[src/source/align_defs.svh]
// Alignment unit widths and pipeline latency shared across the design
`ifndef ALIGN_DEFS_SVH
`define ALIGN_DEFS_SVH

// Operand and result width
`define ALIGN_DATA_W 32

// Sequence tag width
`define ALIGN_TAG_W 32

// Cycles from operand capture to result out of the arithmetic pipe
// Also the default depth of the tag delay chain
`define ALIGN_PIPE_LAT 3

`endif

[src/source/align_pkg.sv]
// Alignment unit types shared by the arithmetic pipe and the top level
package align_pkg;

    // Opcode carried with each sample
    // Encoding is fixed at two bits
    typedef enum logic [1:0] {
        // Unsigned add, overflow is carry out
        OP_ADD = 2'b00,
        // A minus b, overflow is borrow
        OP_SUB = 2'b01,
        // Low half of unsigned product
        // Overflow when the high half is nonzero
        OP_MUL = 2'b10,
        // Bitwise xor, never overflows
        OP_XOR = 2'b11
    } arith_op_t;

endpackage

[src/source/align_if.sv]
// Joined lane bundle carrying result, overflow, tag and valid into the merge stage
`include "align_defs.svh"

interface align_if;

    // Arithmetic lane fields
    logic [`ALIGN_DATA_W-1:0] result;
    logic                     ovf;

    // Side path fields from the delay chain
    logic [`ALIGN_TAG_W-1:0]  tag;
    logic                     valid;

    // Arithmetic pipe drives only its own fields
    modport pipe (
        output result,
        output ovf
    );

    // Merge stage reads everything, no handshake back
    modport sink (
        input result,
        input ovf,
        input tag,
        input valid
    );

endinterface

[src/source/align_merge.sv]
// Output register stage joining results with their tags and flagging sequence gaps
`include "align_defs.svh"

module align_merge (
    input  logic                     clk,
    input  logic                     rst_n,
    align_if.sink                    lane,
    output logic                     out_valid,
    output logic [`ALIGN_DATA_W-1:0] out_result,
    output logic                     out_ovf,
    output logic [`ALIGN_TAG_W-1:0]  out_tag,
    output logic                     out_gap
);

    // Tag of the last valid sample seen
    logic [`ALIGN_TAG_W-1:0] last_tag;
    // Set once the first valid sample has passed
    logic                    seen_first;

    // Next tag in sequence, wraps modulo 2^TAG_W
    logic [`ALIGN_TAG_W-1:0] next_tag;
    logic                    gap_d;

    assign next_tag = last_tag + 1'b1;

    // First sample after reset has nothing to compare to
    assign gap_d = lane.valid && seen_first && (lane.tag != next_tag);

    // Sequence tracking
    always_ff @(posedge clk or negedge rst_n) begin
        if (!rst_n) begin
            last_tag   <= '0;
            seen_first <= 1'b0;
        end else if (lane.valid) begin
            last_tag   <= lane.tag;
            seen_first <= 1'b1;
        end
    end

    // Strobe outputs follow lane valid every cycle
    always_ff @(posedge clk or negedge rst_n) begin
        if (!rst_n) begin
            out_valid <= 1'b0;
            out_gap   <= 1'b0;
        end else begin
            out_valid <= lane.valid;
            out_gap   <= gap_d;
        end
    end

    // Data outputs load on valid, hold across idle cycles
    always_ff @(posedge clk or negedge rst_n) begin
        if (!rst_n) begin
            out_result <= '0;
            out_ovf    <= 1'b0;
            out_tag    <= '0;
        end else if (lane.valid) begin
            out_result <= lane.result;
            out_ovf    <= lane.ovf;
            out_tag    <= lane.tag;
        end
    end

endmodule

[src/source/align_top.sv]
// Alignment unit top level joining the arithmetic lane and the tag delay path
`include "align_defs.svh"

module align_top (
    input  logic                     clk,
    input  logic                     rst_n,
    input  logic                     in_valid,
    input  logic [`ALIGN_DATA_W-1:0] in_a,
    input  logic [`ALIGN_DATA_W-1:0] in_b,
    input  align_pkg::arith_op_t     in_op,
    input  logic [`ALIGN_TAG_W-1:0]  in_tag,
    output logic                     out_valid,
    output logic [`ALIGN_DATA_W-1:0] out_result,
    output logic                     out_ovf,
    output logic [`ALIGN_TAG_W-1:0]  out_tag,
    output logic                     out_gap
);

    // Valid bit rides on top of the tag through the delay chain
    logic [`ALIGN_TAG_W:0] tag_word_in;
    logic [`ALIGN_TAG_W:0] tag_word_out;

    align_if u_lane ();

    assign tag_word_in = {in_valid, in_tag};

    // Split the delayed word back into lane fields
    assign {u_lane.valid, u_lane.tag} = tag_word_out;

    arith_pipe u_pipe (
        .clk   (clk),
        .rst_n (rst_n),
        .a     (in_a),
        .b     (in_b),
        .op    (in_op),
        .res   (u_lane.pipe)
    );

    // Depth matches the arithmetic latency
    delay_comp_bridge #(
        .WIDTH     (`ALIGN_TAG_W + 1),
        .DELAY_CYC (`ALIGN_PIPE_LAT)
    ) u_bridge (
        .clk      (clk),
        .rst_n    (rst_n),
        .data_in  (tag_word_in),
        .data_out (tag_word_out)
    );

    align_merge u_merge (
        .clk        (clk),
        .rst_n      (rst_n),
        .lane       (u_lane.sink),
        .out_valid  (out_valid),
        .out_result (out_result),
        .out_ovf    (out_ovf),
        .out_tag    (out_tag),
        .out_gap    (out_gap)
    );

endmodule

[src/source/arith_pipe.sv]
// Free-running three-stage arithmetic pipeline producing a result and overflow flag
`include "align_defs.svh"

module arith_pipe (
    input  logic                     clk,
    input  logic                     rst_n,
    input  logic [`ALIGN_DATA_W-1:0] a,
    input  logic [`ALIGN_DATA_W-1:0] b,
    input  align_pkg::arith_op_t     op,
    align_if.pipe                    res
);

    import align_pkg::*;

    // Stage one operand capture
    logic [`ALIGN_DATA_W-1:0] a_q;
    logic [`ALIGN_DATA_W-1:0] b_q;
    arith_op_t                op_s1;

    // Stage two intermediate, one extra bit for carry or borrow
    logic [`ALIGN_DATA_W:0]   mid_q;
    logic                     mul_hi_q;
    arith_op_t                op_s2;

    // Combinational stage two terms
    logic [2*`ALIGN_DATA_W-1:0] prod;
    logic [`ALIGN_DATA_W:0]     mid_d;

    // Opcode follows its operands through stages one and two
    always_ff @(posedge clk or negedge rst_n) begin
        if (!rst_n) begin
            op_s1 <= OP_ADD;
            op_s2 <= OP_ADD;
        end else begin
            op_s1 <= op;
            op_s2 <= op_s1;
        end
    end

    // Stage one, operands registered every cycle
    always_ff @(posedge clk) begin
        a_q <= a;
        b_q <= b;
    end

    // Full width product, high half only feeds the overflow flag
    assign prod = a_q * b_q;

    always_comb begin
        case (op_s1)
            OP_ADD:  mid_d = {1'b0, a_q} + {1'b0, b_q};
            // Top bit ends up set on borrow
            OP_SUB:  mid_d = {1'b0, a_q} - {1'b0, b_q};
            OP_MUL:  mid_d = {1'b0, prod[`ALIGN_DATA_W-1:0]};
            default: mid_d = {1'b0, a_q ^ b_q};
        endcase
    end

    // Stage two register
    always_ff @(posedge clk) begin
        mid_q    <= mid_d;
        mul_hi_q <= |prod[2*`ALIGN_DATA_W-1:`ALIGN_DATA_W];
    end

    // Stage three, overflow chosen by op and result driven onto the lane
    always_ff @(posedge clk) begin
        res.result <= mid_q[`ALIGN_DATA_W-1:0];
        case (op_s2)
            OP_ADD,
            OP_SUB:  res.ovf <= mid_q[`ALIGN_DATA_W];
            OP_MUL:  res.ovf <= mul_hi_q;
            default: res.ovf <= 1'b0;
        endcase
    end

endmodule

[src/source/delay_comp_bridge.sv]
// Register delay chain holding a word back by a fixed cycle count to match pipe latency
`include "align_defs.svh"

module delay_comp_bridge #(
    parameter int WIDTH     = `ALIGN_TAG_W + 1,
    parameter int DELAY_CYC = `ALIGN_PIPE_LAT
) (
    input  logic             clk,
    input  logic             rst_n,
    input  logic [WIDTH-1:0] data_in,
    output logic [WIDTH-1:0] data_out
);

    generate
        if (DELAY_CYC == 0) begin : g_bypass

            // Zero depth, nothing to compensate
            assign data_out = data_in;

        end else begin : g_chain

            // One register per cycle of delay
            logic [WIDTH-1:0] chain_q [0:DELAY_CYC-1];

            always_ff @(posedge clk or negedge rst_n) begin
                if (!rst_n) begin
                    // Clear every stage so no stale valid drains out
                    for (int i = 0; i < DELAY_CYC; i++) begin
                        chain_q[i] <= '0;
                    end
                end else begin
                    chain_q[0] <= data_in;
                    // Shift by one stage per cycle
                    for (int i = 1; i < DELAY_CYC; i++) begin
                        chain_q[i] <= chain_q[i-1];
                    end
                end
            end

            // Last stage is the output, latency is exactly DELAY_CYC
            assign data_out = chain_q[DELAY_CYC-1];

        end
    endgenerate

endmodule

[config.mk]
export PLATFORM = sky130hd
export DESIGN_NAME = align_top
export DESIGN_NICKNAME = d
export VERILOG_FILES = /design/src/source/align_pkg.sv /design/src/source/align_if.sv /design/src/source/align_merge.sv /design/src/source/align_top.sv /design/src/source/arith_pipe.sv /design/src/source/delay_comp_bridge.sv
export VERILOG_INCLUDE_DIRS = /design/src /design/src/source
export SDC_FILE = /design/constraint.sdc
export NUM_CORES = 2
export LEC_CHECK = 0
export ABC_AREA = 1
export BUFFER_PORTS_ARGS = -buffer_cell sky130_fd_sc_hd__clkbuf_2
export CAP_MARGIN = 10
export CORE_ASPECT_RATIO = 2
export CORE_MARGIN = 8
export CORE_UTILIZATION = 65
export CTS_BUF_LIST = sky130_fd_sc_hd__clkbuf_16
export DETAILED_ROUTE_END_ITERATION = 8
export PLACE_DENSITY = 0.88
export SYNTH_ARGS = -nofsm -noshare
export SYNTH_HDL_FRONTEND = slang
export SYNTH_HIERARCHICAL = 1
export SYNTH_SLANG_ARGS = --single-unit
[constraint.sdc]
create_clock -name clk -period 9.05 [get_ports clk]
set_input_delay 1.81 -clock clk [delete_from_list [all_inputs] [get_ports clk]]
set_output_delay 1.81 -clock clk [all_outputs]
set_load 0.02 [all_outputs]
Word level (Yosys, flattened, before mapping) --
Cells that the tools add are included.
Word-level totals: bits in registers 302, ROM bits 0, input port bits 101, bits in writable memories 0, word-level logic and storage cells 35, latch bits 0, memories kept 0
Operators by class: $lt $le $gt $ge 0, multiplexer cells 2, bitwise operators 1, $mul 1, shifts and indexed selects 0, add/subtract/negate cells 3, divide/modulo/power cells 0, equality and inequality tests 5, reduce and logical (&&, ||, !) cells 6
Operators by type and width (count):
- $pmux W33 S3 | 1
- $mul A32 B32 Y64 | 1
- $add A32 B32 Y33 | 1
- $sub A32 B32 Y33 | 1
- $add A32 B1 Y32 const B | 1
- $ne A32 B32 Y1 | 1
- $reduce_or A32 Y1 | 1
- $xor A32 B32 Y32 | 1
- $eq A2 B1 Y1 const B | 2
- $eq A2 B2 Y1 const B | 2
- $logic_not A2 Y1 | 2
- $logic_and A1 B1 Y1 | 2
- $pmux W1 S2 | 1
- $reduce_or A2 Y1 | 1

Logic depth before layout (Yosys ltp) --
depth after elaboration 3, gate-level depth with buffers 37

Hierarchy --
Netlist, hierarchy kept.
By module, submodules not included:
- arith_pipe | area an instance 41662.5 µm², seq. area each 2722.6 µm², cells an instance 5580, times used 1
- align_merge | area an instance 3930.0 µm², seq. area each 1701.6 µm², cells an instance 586, times used 1
- delay_comp_bridge | area an instance 2725.1 µm², seq. area each 2477.4 µm², cells an instance 132, times used 1

Worst setup path after synthesis --
No wires, ideal clock.
path type flip-flop to flip-flop, start register u_pipe.b_q[8], end register u_pipe.mul_hi_q, stages on the path, launching flop included 28, buffers on the path 2, data required time 8929 ps, setup slack 2416 ps, clock period less this slack 6634 ps, arrival 6513 ps, cell sequence dfxtp_1 > clkbuf_1 > buf_1 > nand2_1 > fa_1 > inv_1 > fa_1 > inv_1 > fa_1 > inv_1 > fa_1 > fa_1 > fa_1 > fa_1 > fa_1 > ha_1 > nand2_1 > nor2_1 > nand2_1 > nor2_1 > and3_1 > nand2_1 > nand3_1 > nand2_1 > nor2_1 > nand2_1 > nor2_1 > nand3_1
On the way: cells in the longest elaborated chain, start to end 2
RTL lines:
- start: declaration | line arith_pipe.sv:17 | logic [`ALIGN_DATA_W-1:0] b_q;
- start signal: assignment | line arith_pipe.sv:43 | b_q <= b;
- $mul A32 B32 Y64 | line arith_pipe.sv:47 | assign prod = a_q * b_q;
- $reduce_or A32 Y1 | line arith_pipe.sv:62 | mul_hi_q <= |prod[2*`ALIGN_DATA_W-1:`ALIGN_DATA_W];
- end signal: assignment | line arith_pipe.sv:62
- end: declaration | line arith_pipe.sv:22 | logic mul_hi_q;
No other way between the ends. A chain may end at the register's enable or synchronous reset.

Final worst setup path --
start register u_pipe.b_q[8], end register u_pipe.mid_q[29]
On the way: cells in the longest elaborated chain, start to end 2, elaborated cells between the ends (all ways) 4, those cells by class add/sub: 2; mul: 1; mux: 1
RTL lines:
- $mul A32 B32 Y64, or another cell as far along | line arith_pipe.sv:47
- $pmux W33 S3 * | line arith_pipe.sv:50 | case (op_s1)
- net u_pipe.mid_d[29] | line arith_pipe.sv:27 | logic [`ALIGN_DATA_W:0] mid_d;
- end signal: assignment | line arith_pipe.sv:61 | mid_q <= mid_d;
- end: declaration | line arith_pipe.sv:21 | logic [`ALIGN_DATA_W:0] mid_q;
The timed path passes the listed nets; every way through them passes the cells marked *.

==> run_results.csv <==
group,metric,value,unit
run_status,status,"complete, but fails checks",
run_status,violations,"capacitance limit",
setup_path,crit_type,"reg2reg",
placed_design,place_congestion,1.10,
global_route,antenna_found_initial,9,
global_route,grt-ovfl-total,0,
setup_path,critPathBufInv,6,
yosys,ys_warn_count,6,
drt,wirelength,180,mm
drt,drc,0,
sta,min_period_over_period,0.939,
sta,drv_slew,0,
floorplanning,row_count,141,
yosys,ys_seq_elements,302,
yosys,avgSynthCellArea,7.67,sq um
yosys,synthesis.area,48300,sq um
finish,drive_gt1_frac,0.0617,
global_route,grt_max_degree,61,
yosys,syn_inst,6298,
worst_hold_path,hold_end,"u_pipe/res.result[3]",
setup_path,startpoint_type,"register",
clock_network,cts_tree,"built",
drt,drtIter0Drc,3720,
setup_path,critical_path_required,9540,ps
setup_path,crit_slowest_cell,"dfxtp_1",
placed_design,dp_hpwl,142,mm
worst_hold_path,whs_path_depth,0,
clock_network,clk_latency,600,ps
clock_network,cts.sinks,302,
floorplanning,initial_core_util,0.655,
clock_network,clockBufferDepth,3,
clock_network,hold_buffers,0,
setup_path,rr_endpoint,"u_pipe/mid_q[29]",
floorplanning,coreArea,73700,sq um
yosys,syn-num-nets,7625,
drt,first_pass_iters,9,
yosys,synthTopCellsByCount,"2000 x nand2_1, 1684 x inv_1, 897 x fa_1",
setup_path,worst_setup_path_end_kind,"register",
clock_network,postCtsSetupBuffers,0,
sta,rsz0062_at_grt,"false",
yosys,synth-edff-count,0,
setup_path,cpMostUsedCell,"fa_1",
setup_path,cpPeakStageDelay,910,ps
drt,ant_nets,0,
global_route,grt_usage,0.438,
placed_design,port_buffers,167,
sta,relSlewSlack,0.00266,
floorplanning,die_area,83800,sq um
global_route,grt_first_pass_wirelength,269,mm
sta,skew,35.3,ps
setup_path,ff2ff_path_depth,25,
finish,nNetsFinal,7675,
finish,area_growth,5.90,%
yosys,synth_area_leaders,"fa_1 37%, nand2_1 16%, inv_1 13%, dfrtp_1 8.9%, ha_1 8.5%",
floorplanning,die_h,402,um
sta,max_freq,118,MHz
run,cap_violations,1,
setup_path,r2r_slack,550,ps
worst_hold_path,min-delay-start,"u_pipe/mid_q[3]",
drt,vias,42379,
clock_network,cts-htree-levels,1,
worst_hold_path,hp-class,"reg2reg",
setup_path,cp.arrival,8990,ps
yosys,ys_types,51,
sta,fin_setup_tns,0,ps
yosys,async_flop_share,0.566,
clock_network,cts-root-buf,"clkbuf_16",
setup_path,crit_family,"adder cells",
yosys,synth_ff_type,"dfrtp_1",
yosys,synth_most_common_cell,"nand2_1",
clock_network,cts_resized,0,
sta,hold_viol,0,
clock_network,cts_buffers,28,
floorplanning,die_x,209,um
setup_path,r2r_start,"u_pipe/b_q[8]",
finish,fillers,5864,
sta,final-setup-viol-count,0,
sta,min_period,8500,ps
drt,viasPerCell,5.80,
setup_path,cp_max_fo,17,
global_route,grt_pass1_vias,45742,
yosys,yosys.area.top_type,"fa_1",
clock_network,clkTransAtPathRegs,70,ps
yosys,yosysSeqAreaShare,0.143,
floorplanning,io_pins,168,
drt,wl_per_cell,24.7,um
yosys,synth_top_area_frac,0.372,
sta,tightest_slew,1490,ps
==> cells by family after synthesis <==
group | Yosys count | synth area share
xor gates and xnor gates | 62 | 0.0112
DFF | 302 | 0.143
and+or+nand+nor | 2486 | 0.205
adders and majority gates | 1226 | 0.457
buffers and inverters | 1969 | 0.156
AOI/OAI and AO/OA | 253 | 0.0287
==> area by class of cell <==
| class | count | area, sq um | area share |
|---|---|---|---|
| Clock inverter | 23 | 209 | 0.00408 |
| Antenna cell | 5 | 12.5 | 0.000245 |
| Inverter | 1691 | 6350 | 0.124 |
| Sequential cell | 302 | 6900 | 0.135 |
| Tap cell | 929 | 1160 | 0.0227 |
| Timing Repair Buffer | 298 | 1910 | 0.0373 |
| Clock buffer | 29 | 726 | 0.0142 |
| Multi-Input combinational cell | 4027 | 33900 | 0.663 |
==> cells in the final DEF (no fill, tap or decap), types with 5 or more instances in the layout <==
| master | n |
|---|---|
| a21o_1 | 5 |
| a21oi_1 | 119 |
| nor4_1 | 8 |
| nor2_2 | 6 |
| nor3_1 | 13 |
| clkbuf_16 | 29 |
| nor2_1 | 223 |
| xnor2_1 | 28 |
| inv_1 | 1689 |
| diode_2 | 5 |
| nand4_1 | 19 |
| nand3_1 | 154 |
| nand3b_1 | 20 |
| o41ai_1 | 5 |
| nand2_2 | 7 |
| clkbuf_2 | 166 |
| buf_12 | 5 |
| nand2_1 | 2000 |
| o211ai_1 | 7 |
| dfrtp_1 | 170 |
| ha_1 | 329 |
| inv_2 | 6 |
| buf_4 | 125 |
| dfxtp_1 | 131 |
| o21ai_0 | 88 |
| and2_1 | 5 |
| a31oi_1 | 5 |
| xor2_1 | 34 |
| fa_1 | 897 |
| or2_2 | 13 |
| o21bai_1 | 6 |
==> worst register-to-register path, delay by kind of cell (launching register included) <==
kind	cells	cell delay, ps
adder cells (fa/ha/maj)	9	4580
AND/OR/NAND/NOR	10	2140
flip-flops	1	910
buffers and inverters	6	800
==> flip-flops by register name, summed over array words and instances, names as in the netlist, 2 cells and up <==
register and cells:
u_bridge/g_chain.chain_q 66, u_bridge/data_out 33, u_pipe/mid_q 33, u_merge/last_tag 32, u_merge/out_result 32, u_pipe/a_q 32
u_pipe/b_q 32, u_pipe/res.result 32, u_pipe/op_s1 2, u_pipe/op_s2 2
==> stage by stage <==
| step | worst slack [ps] | utilization | hold slack, ps | std cells | cell area [sq um] |
|---|---|---|---|---|---|
| after floorplan | 2420 | - | 310 | 6298 | 48300 |
| after global placement | 1080 | 0.681 | 311 | 7246 | 50200 |
| after CTS | 953 | 0.693 | 323 | 7298 | 51100 |
| after detailed placement | 971 | 0.681 | 312 | 7246 | 50200 |
| after global routing | 422 | 0.694 | 323 | 7299 | 51200 |
| final | 550 | 0.694 | 322 | 7304 | 51200 |
==> metal layers <==
metal | part of all wire | GRT usage
met5 | 0.00038 | 0.00175
met4 | 0.15 | 0.501
met3 | 0.10 | 0.138
met2 | 0.48 | 0.720
met1 | 0.27 | 0.395
==> how the worst max path moves through the flow <==
stage | start | endpoint | slack [ps] | cells after the start
after floorplan | u_pipe/b_q[8] | u_pipe/mul_hi_q | 2420 | 27
after global placement | u_pipe/b_q[12] | u_pipe/mul_hi_q | 1080 | 25
after detailed placement | u_pipe/b_q[8] | u_pipe/mul_hi_q | 970 | 27
after CTS | u_pipe/b_q[8] | u_pipe/mul_hi_q | 950 | 27
after global routing | u_pipe/b_q[8] | u_pipe/mid_q[29] | 420 | 25
final | u_pipe/b_q[8] | u_pipe/mid_q[29] | 550 | 25
Power is left out: the tool's default activity adds up to more than one toggle a clock period on the data nets, which glitch-free logic cannot reach.
